File: src/logic/cordic_nco_pkg.sv
/* CORDIC NCO shared definitions
   Formats, fold and wrap constants, arctangent table and sample type */

package cordic_nco_pkg;

  ////////////////////////////////////////
  // Sizes
  ////////////////////////////////////////

  // Angle and sample word width
  localparam int data_width = 16;
  // Fraction bits of Q2.13 radians and amplitudes
  localparam int frac_bits = 13;
  // Fold register plus one register per iteration
  localparam int num_stages = 14;
  // Sample buffer entries, power of two
  localparam int fifo_depth = 16;
  localparam int fifo_ptr_width = $clog2(fifo_depth);
  // Occupancy must also hold the full value
  localparam int fifo_count_width = $clog2(fifo_depth + 1);

  ////////////////////////////////////////
  // Types
  ////////////////////////////////////////

  // Signed radians, Q2.13
  typedef logic signed [data_width-1:0] angle_t;
  // One guard bit above angle_t for sums and the larger constants
  typedef logic signed [data_width:0] wide_angle_t;

  // Fold applied by the first core stage
  typedef enum logic [1:0] {
    quad_1,
    quad_2,
    quad_3,
    quad_4
  } quadrant_e;

  // One generator output word
  typedef struct packed {
    logic signed [data_width-1:0] sine;
    logic signed [data_width-1:0] cosine;
  } sample_t;

  ////////////////////////////////////////
  // Constants
  ////////////////////////////////////////

  // Weight of one unit
  localparam real unit = 2.0 ** frac_bits;
  localparam real real_pi = 3.14159265358979;

  localparam angle_t pi_half = angle_t'(int'(real_pi / 2.0 * unit));
  localparam angle_t pi = angle_t'(int'(real_pi * unit));
  // These two exceed the Q2.13 range and carry the guard bit
  localparam wide_angle_t three_pi_half = wide_angle_t'(int'(real_pi * 1.5 * unit));
  localparam wide_angle_t two_pi = wide_angle_t'(int'(real_pi * 2.0 * unit));

  // Inverse CORDIC gain with 3 percent headroom
  localparam angle_t cordic_amplitude = angle_t'(int'(0.607253 * 0.97 * unit));

  // atan(2^-i) for i = 0 .. 12
  localparam angle_t atan_table [0:num_stages-2] = '{
    16'sd6434, 16'sd3798, 16'sd2007, 16'sd1019, 16'sd511,
    16'sd256, 16'sd128, 16'sd64, 16'sd32, 16'sd16,
    16'sd8, 16'sd4, 16'sd2
  };

endpackage

File: src/logic/phase_accumulator.sv
/* Phase accumulator for the NCO
   Steps a radian angle by a loaded increment and wraps it into -pi .. pi */

module phase_accumulator (
  input  logic                   clk,
  input  logic                   rst_n,
  input  logic                   load,
  input  logic                   run,
  input  cordic_nco_pkg::angle_t start_angle,
  input  cordic_nco_pkg::angle_t step,
  output cordic_nco_pkg::angle_t angle,
  output logic                   angle_valid
);

  // Angle emitted in the next running cycle
  cordic_nco_pkg::angle_t      next_angle;
  // Increment captured at load
  cordic_nco_pkg::angle_t      step_reg;
  // Unwrapped sum, guard bit keeps it exact
  cordic_nco_pkg::wide_angle_t sum;
  cordic_nco_pkg::angle_t      wrapped;

  ////////////////////////////////////////
  // Wrap rule
  ////////////////////////////////////////

  always_comb begin : wrap_logic
    sum = cordic_nco_pkg::wide_angle_t'(next_angle) + cordic_nco_pkg::wide_angle_t'(step_reg);
    if (sum > cordic_nco_pkg::wide_angle_t'(cordic_nco_pkg::pi)) begin
      // Above pi, go around once backwards
      wrapped = cordic_nco_pkg::angle_t'(sum - cordic_nco_pkg::two_pi);
    end else if (sum < -cordic_nco_pkg::wide_angle_t'(cordic_nco_pkg::pi)) begin
      // Below minus pi, go around once forwards
      wrapped = cordic_nco_pkg::angle_t'(sum + cordic_nco_pkg::two_pi);
    end else begin
      wrapped = cordic_nco_pkg::angle_t'(sum);
    end
  end

  ////////////////////////////////////////
  // State
  ////////////////////////////////////////

  always_ff @(posedge clk or negedge rst_n) begin : accum_regs
    if (!rst_n) begin
      next_angle <= '0;
      step_reg   <= '0;
    end else if (load) begin
      // Load takes priority over run
      next_angle <= start_angle;
      step_reg   <= step;
    end else if (run) begin
      next_angle <= wrapped;
    end
  end

  // Current angle goes out while running
  assign angle = next_angle;
  // No sample in a load cycle
  assign angle_valid = run & ~load;

endmodule

File: src/logic/cordic_rotation_core.sv
/* Pipelined CORDIC rotation core
   Folds each angle into the right half-plane and iterates to sine and cosine */

module cordic_rotation_core (
  input  logic                    clk,
  input  logic                    rst_n,
  input  cordic_nco_pkg::angle_t  angle,
  input  logic                    angle_valid,
  output cordic_nco_pkg::sample_t result,
  output logic                    result_valid
);

  // Magnitude of the input angle, wide so the most negative code survives
  cordic_nco_pkg::wide_angle_t abs_angle;
  cordic_nco_pkg::quadrant_e   quadrant;

  // Per stage vector, x is cosine and y is sine
  logic signed [cordic_nco_pkg::data_width-1:0] x_pipe [cordic_nco_pkg::num_stages];
  logic signed [cordic_nco_pkg::data_width-1:0] y_pipe [cordic_nco_pkg::num_stages];
  // Residual angle still to rotate
  cordic_nco_pkg::angle_t                       z_pipe [cordic_nco_pkg::num_stages];

  // Sample valid and input sign travel alongside the vectors
  logic [cordic_nco_pkg::num_stages-1:0] valid_pipe;
  logic [cordic_nco_pkg::num_stages-1:0] neg_pipe;

  ////////////////////////////////////////
  // Stage 0 fold
  ////////////////////////////////////////

  // Only the magnitude is rotated, sine sign restored at the output
  assign abs_angle = angle[cordic_nco_pkg::data_width-1] ?
                     -cordic_nco_pkg::wide_angle_t'(angle) :
                      cordic_nco_pkg::wide_angle_t'(angle);

  always_comb begin : classify
    if (abs_angle <= cordic_nco_pkg::pi_half) begin
      quadrant = cordic_nco_pkg::quad_1;
    end else if (abs_angle <= cordic_nco_pkg::pi) begin
      quadrant = cordic_nco_pkg::quad_2;
    end else if (abs_angle <= cordic_nco_pkg::three_pi_half) begin
      quadrant = cordic_nco_pkg::quad_3;
    end else begin
      quadrant = cordic_nco_pkg::quad_4;
    end
  end

  always_ff @(posedge clk) begin : fold_stage
    case (quadrant)
      cordic_nco_pkg::quad_1: begin
        // Already within reach of the iterations
        x_pipe[0] <= cordic_nco_pkg::cordic_amplitude;
        y_pipe[0] <= '0;
        z_pipe[0] <= cordic_nco_pkg::angle_t'(abs_angle);
      end
      cordic_nco_pkg::quad_2: begin
        // Pre-rotate by pi/2
        x_pipe[0] <= '0;
        y_pipe[0] <= cordic_nco_pkg::cordic_amplitude;
        z_pipe[0] <= cordic_nco_pkg::angle_t'(abs_angle - cordic_nco_pkg::pi_half);
      end
      cordic_nco_pkg::quad_3: begin
        // Pre-rotate by 3pi/2, residual ends up negative
        x_pipe[0] <= '0;
        y_pipe[0] <= -cordic_nco_pkg::cordic_amplitude;
        z_pipe[0] <= cordic_nco_pkg::angle_t'(abs_angle - cordic_nco_pkg::three_pi_half);
      end
      default: begin
        // Full turn back, start vector unchanged
        x_pipe[0] <= cordic_nco_pkg::cordic_amplitude;
        y_pipe[0] <= '0;
        z_pipe[0] <= cordic_nco_pkg::angle_t'(abs_angle - cordic_nco_pkg::two_pi);
      end
    endcase
  end

  ////////////////////////////////////////
  // Iterations
  ////////////////////////////////////////

  for (genvar k = 1; k < cordic_nco_pkg::num_stages; k++) begin : iter_stage
    logic signed [cordic_nco_pkg::data_width-1:0] x_shr;
    logic signed [cordic_nco_pkg::data_width-1:0] y_shr;
    logic                                         z_neg;

    // Arithmetic shift by the iteration index
    assign x_shr = x_pipe[k-1] >>> (k - 1);
    assign y_shr = y_pipe[k-1] >>> (k - 1);
    // Rotate clockwise while the residual is negative
    assign z_neg = z_pipe[k-1][cordic_nco_pkg::data_width-1];

    always_ff @(posedge clk) begin : micro_rotation
      if (z_neg) begin
        x_pipe[k] <= x_pipe[k-1] + y_shr;
        y_pipe[k] <= y_pipe[k-1] - x_shr;
        z_pipe[k] <= z_pipe[k-1] + cordic_nco_pkg::atan_table[k-1];
      end else begin
        x_pipe[k] <= x_pipe[k-1] - y_shr;
        y_pipe[k] <= y_pipe[k-1] + x_shr;
        z_pipe[k] <= z_pipe[k-1] - cordic_nco_pkg::atan_table[k-1];
      end
    end
  end

  ////////////////////////////////////////
  // Side channels and output
  ////////////////////////////////////////

  always_ff @(posedge clk or negedge rst_n) begin : valid_chain
    if (!rst_n) begin
      valid_pipe <= '0;
    end else begin
      valid_pipe <= {valid_pipe[cordic_nco_pkg::num_stages-2:0], angle_valid};
    end
  end

  always_ff @(posedge clk) begin : sign_chain
    neg_pipe <= {neg_pipe[cordic_nco_pkg::num_stages-2:0],
                 angle[cordic_nco_pkg::data_width-1]};
  end

  // sin(-a) = -sin(a), cosine is even
  assign result.sine = neg_pipe[cordic_nco_pkg::num_stages-1] ?
                       -y_pipe[cordic_nco_pkg::num_stages-1] :
                        y_pipe[cordic_nco_pkg::num_stages-1];
  assign result.cosine = x_pipe[cordic_nco_pkg::num_stages-1];
  assign result_valid  = valid_pipe[cordic_nco_pkg::num_stages-1];

endmodule

File: src/logic/sample_fifo.sv
/* Show-ahead sample FIFO
   Drops writes when full and keeps a sticky overflow flag until cleared */

module sample_fifo (
  input  logic                    clk,
  input  logic                    rst_n,
  input  logic                    clear,
  input  logic                    push,
  input  cordic_nco_pkg::sample_t data_in,
  input  logic                    pop,
  output cordic_nco_pkg::sample_t head,
  output logic                    empty,
  output logic                    overflow
);

  // Ring storage
  cordic_nco_pkg::sample_t mem [cordic_nco_pkg::fifo_depth];

  logic [cordic_nco_pkg::fifo_ptr_width-1:0]   wr_ptr;
  logic [cordic_nco_pkg::fifo_ptr_width-1:0]   rd_ptr;
  logic [cordic_nco_pkg::fifo_count_width-1:0] count;
  logic                                        full;
  logic                                        do_push;
  logic                                        do_pop;

  assign full  = (count == cordic_nco_pkg::fifo_count_width'(cordic_nco_pkg::fifo_depth));
  assign empty = (count == '0);

  // Pop on empty is ignored
  assign do_pop = pop & ~empty;
  // A pop in the same cycle frees the slot for the push
  assign do_push = push & (~full | do_pop);

  ////////////////////////////////////////
  // Storage and pointers
  ////////////////////////////////////////

  always_ff @(posedge clk) begin : store
    if (do_push) begin
      mem[wr_ptr] <= data_in;
    end
  end

  always_ff @(posedge clk or negedge rst_n) begin : pointers
    if (!rst_n) begin
      wr_ptr <= '0;
      rd_ptr <= '0;
      count  <= '0;
    end else begin
      // Pointers wrap naturally at the power-of-two depth
      if (do_push) begin
        wr_ptr <= wr_ptr + 1'b1;
      end
      if (do_pop) begin
        rd_ptr <= rd_ptr + 1'b1;
      end
      case ({do_push, do_pop})
        2'b10:   count <= count + 1'b1;
        2'b01:   count <= count - 1'b1;
        default: count <= count;
      endcase
    end
  end

  // Sticky until the next load
  always_ff @(posedge clk or negedge rst_n) begin : overflow_flag
    if (!rst_n) begin
      overflow <= 1'b0;
    end else if (clear) begin
      overflow <= 1'b0;
    end else if (push && !do_push) begin
      overflow <= 1'b1;
    end
  end

  // Oldest entry always visible
  assign head = mem[rd_ptr];

endmodule

File: src/logic/cordic_nco_top.sv
/* CORDIC sine and cosine NCO
   Phase accumulator feeds the rotation core, results queue in a sample FIFO */

module cordic_nco_top (
  input  logic                    clk,
  input  logic                    rst_n,
  input  logic                    load,
  input  logic                    run,
  input  cordic_nco_pkg::angle_t  start_angle,
  input  cordic_nco_pkg::angle_t  step,
  input  logic                    pop,
  output cordic_nco_pkg::sample_t head,
  output logic                    empty,
  output logic                    overflow
);

  // Producer to core
  cordic_nco_pkg::angle_t  angle;
  logic                    angle_valid;
  // Core to buffer
  cordic_nco_pkg::sample_t result;
  logic                    result_valid;

  phase_accumulator phase_accumulator_i (
    .clk         (clk),
    .rst_n       (rst_n),
    .load        (load),
    .run         (run),
    .start_angle (start_angle),
    .step        (step),
    .angle       (angle),
    .angle_valid (angle_valid)
  );

  // Fixed latency of num_stages cycles
  cordic_rotation_core cordic_rotation_core_i (
    .clk          (clk),
    .rst_n        (rst_n),
    .angle        (angle),
    .angle_valid  (angle_valid),
    .result       (result),
    .result_valid (result_valid)
  );

  // A new load also clears overflow
  sample_fifo sample_fifo_i (
    .clk      (clk),
    .rst_n    (rst_n),
    .clear    (load),
    .push     (result_valid),
    .data_in  (result),
    .pop      (pop),
    .head     (head),
    .empty    (empty),
    .overflow (overflow)
  );

endmodule

File: config.mk
export PLATFORM = sky130hd
export DESIGN_NAME = cordic_nco_top
export DESIGN_NICKNAME = d
export VERILOG_FILES = /design/src/logic/cordic_nco_pkg.sv /design/src/logic/phase_accumulator.sv /design/src/logic/cordic_rotation_core.sv /design/src/logic/sample_fifo.sv /design/src/logic/cordic_nco_top.sv
export SDC_FILE = /design/constraint.sdc
export NUM_CORES = 2
export LEC_CHECK = 0
export ABC_AREA = 1
export BUFFER_PORTS_ARGS = -buffer_cell sky130_fd_sc_hd__buf_2
export CAP_MARGIN = 15
export CORE_ASPECT_RATIO = 0.7
export CORE_MARGIN = 8
export CORE_UTILIZATION = 55
export DETAILED_ROUTE_END_ITERATION = 12
export GPL_ROUTABILITY_DRIVEN = 0
export HOLD_SLACK_MARGIN = 0.1
export PLACE_DENSITY = 0.83
export SKIP_LAST_GASP = 1
export SYNTH_ARGS = -nofsm -noshare
export SYNTH_HDL_FRONTEND = slang
export SYNTH_SLANG_ARGS = --single-unit
File: constraint.sdc
create_clock -name clk -period 4.7 [get_ports clk]
set_clock_uncertainty 0.05 [all_clocks]
set_input_delay 0.705 -clock clk [delete_from_list [all_inputs] [get_ports clk]]
set_output_delay 0.705 -clock clk [all_outputs]
set_load 0.01 [all_outputs]
After elaboration in Yosys (flattened, before gate mapping)
Memories as Yosys holds them, arrays and structs flattened.
Index checks and enable logic that the tools add are counted.
{ "classes": {"n_addsub": 89, "n_mul": 0, "div": 0, "n_lt_le_gt_ge": 5, "eq_ne": 5, "shift": 0, "muxes": 108, "n_bitwise": 55, "n_reduce_logical": 8} }
{ "ops": {"columns": ["op", "count"], "rows": [
  ["$mux W16", 53],
  ["$mux W1", 51],
  ["$or A1 B1 Y1", 49],
  ["$sub A16 B15 Y16 const B", 3],
  ["$add A16 B10 Y16", 2],
  ["$add A16 B10 Y16 const B", 2],
  ["$add A16 B11 Y16", 2],
  ["$add A16 B12 Y16", 2],
  ["$add A16 B13 Y16", 2],
  ["$add A16 B14 Y16", 2],
  ["$add A16 B15 Y16", 2],
  ["$add A16 B4 Y16", 2],
  ["$add A16 B5 Y16", 2],
  ["$add A16 B6 Y16", 2],
  ["$add A16 B7 Y16", 2],
  ["$add A16 B8 Y16", 2],
  ["$add A16 B9 Y16", 2],
  ["$sub A16 B10 Y16", 2],
  ["$sub A16 B10 Y16 const B", 2],
  ["$sub A16 B11 Y16", 2],
  ["$sub A16 B12 Y16", 2],
  ["$sub A16 B13 Y16", 2],
  ["$sub A16 B14 Y16", 2],
  ["$sub A16 B15 Y16", 2],
  ["other kinds (57)", 74]
]} }
{ "word_totals": {"ff_bits": 74, "latch_bits": 0, "ramBits": 1184, "mem_bits_ro": 0, "out_inout_bits": 34, "wordCells": 282, "n_memories": 4} }
{ "memory_table": {"columns": ["memory", "depth", "word_bits", "rd", "rd_clocked_by_memory_dff", "wr", "line_no", "source"], "rows": [
  ["sample_fifo_i.mem", 16, 32, 1, 0, 1, "sample_fifo.sv:17", "cordic_nco_pkg::sample_t mem [cordic_nco_pkg::fifo_depth];"],
  ["cordic_rotation_core_i.x_pipe", 14, 16, 14, 0, 14, "cordic_rotation_core.sv:18", "logic signed [cordic_nco_pkg::data_width-1:0] x_pipe [cordic_nco_pkg::num_stages];"],
  ["cordic_rotation_core_i.y_pipe", 14, 16, 14, 0, 14, "cordic_rotation_core.sv:19", "logic signed [cordic_nco_pkg::data_width-1:0] y_pipe [cordic_nco_pkg::num_stages];"],
  ["cordic_rotation_core_i.z_pipe", 14, 16, 13, 0, 14, "cordic_rotation_core.sv:21", "cordic_nco_pkg::angle_t z_pipe [cordic_nco_pkg::num_stages];"]
]} }

Depth between registers and ports, before layout
{ "logic_depth": {"word_depth": 12, "mapped_depth": 26, "mapped_depth_nobuf": 25} }

By module
A second synthesis with hierarchy kept.
{ "unflattened": {"cells_unflattened": 7868, "hier_area_um2": 66979.2} }
{ "modules_own_cells": {"columns": ["mod", "n_inst", "cells_each", "area_per_inst_um2", "seq_area_each_um2"], "rows": [
  ["cordic_rotation_core", 1, 5154, 40726.6, 12602.1],
  ["sample_fifo", 1, 2180, 22895.7, 15725.1],
  ["phase_accumulator", 1, 534, 3357.0, 800.8]
]} }

Least setup slack after synthesis
OpenSTA, ideal clock, no wires.
{ "synth_path": {"path_type": "flip-flop to flip-flop", "from": "register phase_accumulator_i.next_angle[0], in the netlist phase_accumulator_i.angle[0]", "to": "memory cordic_rotation_core_i.z_pipe[0][14] (netlist name) (data pin)", "setup_time_ns": 0.249, "t_arrival_ns": 3.209, "required_time_ns": 4.401, "slack_ns": 1.192, "stages_incl_launch_ff": 26, "path_buffers": 2, "synth_period_minus_slack_ns": 3.508, "cell_sequence": "dfrtp_1 -> inv_1 -> ha_1 -> nand3_1 -> o21ai_2 -> inv_1 -> nor2_1 -> xor2_1 -> buf_2 -> nand4_1 -> o211ai_1 -> nand3_1 -> nand2_1 -> nand3_1 -> nand2_1 -> ha_1 -> clkbuf_1 -> inv_1 -> nor2_1 -> inv_1 -> nor2_1 -> nand3_1 -> nand3_1 -> nand2_1 -> nand2_1 -> inv_1"} }
{ "synth_rtl": {"columns": ["element", "line_no", "source"], "rows": [
  ["start: declaration", "phase_accumulator.sv:16", "cordic_nco_pkg::angle_t next_angle;"],
  ["start signal: assignment", "phase_accumulator.sv:50", "next_angle <= start_angle;"],
  ["start signal: assignment", "phase_accumulator.sv:53", "next_angle <= wrapped;"],
  ["end: declaration", "cordic_rotation_core.sv:21", null]
]} }

==> results.txt <==
Reg clk slew, reported paths: 0.06 ns
Mapped Nets: 7517
Residual DRC: 0
Net count, final: 7620
Post-Syn Instances: 6853
Post-DP HPWL: 111 mm
Met2 WL post-DR: 69.1 mm
Top_reg_cell synth: dfxtp_1
Critical path's slowest cell: dfrtp_1
Setup violators final: 0
Number of global-route vias before repair: 47850
Asr flop ratio synth: 5.07%
# IOs: 71
Ranking of synthesized cells by area: edfxtp_1 (25%), dfxtp_1 (18%), ha_1 (12%)
Sequential cell area: 29300 sq um
Antenna viol nets, final: 0
Global-route wire length before repair: 250 mm
Crit end category: register
Worst path bufs/invs: 7
Die Ht: 301 um
DR pass1 iterations: 8
Buffers on Ports: 70
# fillers: 9022
Cell mode on critical path: inv_1
Syn_area_per_cell: 9.34 sq um
Seq/Total Area, Yosys: 45.8%
Crit-path max FO: 8
Number of synthesized flops with an enable pin: 532
Final TNS setup: 0 ns
Clock sink count: 1183
Largest net degree at the start of global routing: 150
Number of H-tree levels: 3
GR Util All Layers: 23.7%
Critical path launch point type: register
Postcts setup bufs: 0
Crit path max-delay family: simple AND/OR/NAND/NOR gates
Row count: 104
Slew @ Worst Pin: 1.15 ns
Clock root cell: clkbuf_16
CP arrival: 4.74 ns
Synthesized flop and latch total: 1183
Yosys warnings: 0
Global route total overflow: 0
CTS tree: built
Routed wire per std cell: 18.2 um
Largest register FFs: 512
DR top layer: met5
WL met3: 13.8 mm
Core box area: 115000 sq um
Area grow syn2layout: 9.60%
Relative slew slack: 23.3%
Most frequent cells in the layout: nand2_1 (1066), inv_1 (660), dfxtp_1 (591), ha_1 (590), nor2_1 (546)
TritonCTS Buffers: 107
Critical path cell sequence: inv_1 -> ha_1 -> nand3_1 -> o21ai_2 -> o21ai_2 -> xor2_2 -> inv_1 -> nor2_1 -> inv_1 -> nand3_1 -> a21oi_1 -> nand2_1 -> nand2_1 -> inv_1 -> ha_1 -> inv_1 -> nor2_2 -> inv_1 -> nor2_1 -> nand3_1 -> nand3_1 -> nand2_1 -> nand2_1 -> inv_1
Initial DRC count: 5347
Status: complete, no violations
Worst Hold Class: input pin to register
Via count: 49785
Synth unique cells: 60
Area share of the largest cell type after synthesis: 25.0%
Mapped Area: 64000 sq um
Largest area contributor in the netlist: edfxtp_1
Biggest register: sample_fifo_i.mem
Initial Util: 55.6%
Minimum clock period: 4.29 ns
Period utilisation layout: 91.2%
Commonest non-fill, non-tap cell in the layout: nand2_1
CP Class: register to register
DRT Wirelength: 156 mm
Die Width: 424 um
Top Registers: sample_fifo_i.mem (512), cordic_rotation_core_i.y_pipe (210), cordic_rotation_core_i.x_pipe (208)
Die Footprint: 128000 sq um
Final Hold Fails: 0
CP peak stage delay: 0.46 ns
Initial antenna violation count: 6
F_max: 233 MHz
Area of the multi-input gates: 31700 sq um
Layout cell share with drive strength beyond 1: 5.35%
DR vias/cell: 5.80
WP data required: 5.15 ns
WL met1: 69.7 mm
Maxcap violations: 0
Max-slew violation count: 0
RSZ-0062 raised after global routing: false
Worst-Skew Late Latency: 0.74 ns
CTS Buffer Depth: 3
per-layer routing:
metal	up-vias	track usage (%)
met4	6	5.92
met3	328	4.09
met2	2195	37.8
li1	23718	-
met5	-	0
met1	23538	33.6
worst register-to-register path, delay by kind of cell (launching register included):
kind	cells	cell delay, ns
XOR/XNOR	1	0.30
AND/OR/NAND/NOR	11	1.38
adder cells (fa/ha/maj)	2	0.56
buffers and inverters	7	0.89
flip-flops	1	0.46
AO/OA/AOI/OAI	3	0.48
synthesized netlist by cell type, types with 4 or more instances:
cell type and count:
a221oi_1 4, nor3_1 87, edfxtp_1 532, a211oi_1 18
o221ai_1 108, o211ai_1 25, nand2_1 1066, o32ai_1 18
o21ai_1 6, a31oi_1 30, o22ai_1 15, inv_1 659
a21boi_0 53, nand3b_1 6, nor2_1 564, nand2_2 19
nand4_1 52, or2_2 6, clkbuf_1 119, a21oi_1 531
clkinv_1 12, nor4_1 7, o21ai_0 463, buf_1 10
xnor2_1 186, o31ai_1 30, o21bai_1 9, ha_1 591
mux2i_1 99, a22oi_1 18, a21o_1 39, inv_2 7
fa_1 36, o21a_1 14, dfxtp_1 591, nor3b_1 6
and2_1 7, xor2_1 493, dfrtp_1 60, buf_2 14
nand3_1 208, o2111ai_1 5
what timing repair did:
| action | 4_1_cts | 5_1_grt |
|---|---|---|
| hold buffers | 6 | 0 |
| endpoints found under the hold margin | 45 | 0 |
| resized for setup | 0 | 4 |
| endpoints found under the setup margin | 0 | 7 |
through the flow:
stage	utilization [%]	instance area, sq um	setup slack, ns	std cells	hold slack, ns
detailed placement	57.6	66400	0.253	8373	0.262
finish	60.9	70200	0.414	8588	0.158
global placement	57.6	66400	0.422	8373	0.261
floorplan	-	64000	1.19	6853	0.260
CTS	60.9	70100	0.219	8580	0.112
global route	60.9	70200	0.0115	8585	0.143
cell families (layout without fill, tap and decap cells):
kind of cell | after synthesis | after routing | share of synthesized area (%)
AO/OA/AOI/OAI | 1396 | 1396 | 12.7
XOR/XNOR | 681 | 681 | 9.34
adder cells (fa/ha/maj) | 627 | 627 | 12.7
buffers and inverters | 824 | 1019 | 4.89
flip-flops | 1183 | 1183 | 45.8
multiplexers | 99 | 99 | 1.55
other | 0 | 3 | 0
AND/OR/NAND/NOR | 2043 | 2043 | 13.1
final cells by class:
| type | instances | area share (%) |
|---|---|---|
| Clock buffer | 144 | 4.26 |
| Antenna cell | 3 | 0.0107 |
| Clock inverter | 57 | 0.999 |
| Inverter | 678 | 3.63 |
| Multi-Input combinational cell | 4846 | 45.2 |
| Tap cell | 1537 | 2.74 |
| Timing Repair Buffer | 140 | 1.38 |
| Sequential cell | 1183 | 41.8 |
path summary, 6_finish.rpt:
kind                                                startpoint                                   end  slack [ns]  depth (start not counted)
max                               phase_accumulator_i.angle[0]  cordic_rotation_core_i.z_pipe[0][14]        0.41                         24
min                                                    step[3]       phase_accumulator_i.step_reg[3]        0.16                          3
max reg2reg                       phase_accumulator_i.angle[0]  cordic_rotation_core_i.z_pipe[0][14]        0.41                         24
min reg2reg                cordic_rotation_core_i.z_pipe[7][5]   cordic_rotation_core_i.z_pipe[8][5]        0.23                          0
max in group asynchronous                                rst_n               sample_fifo_i.rd_ptr[2]        3.15                          3
min in group asynchronous                                rst_n          phase_accumulator_i.angle[6]        0.61                          2
Power is not shown: default switching activity piles up to over one toggle a cycle in this logic, so the estimate is an artifact.
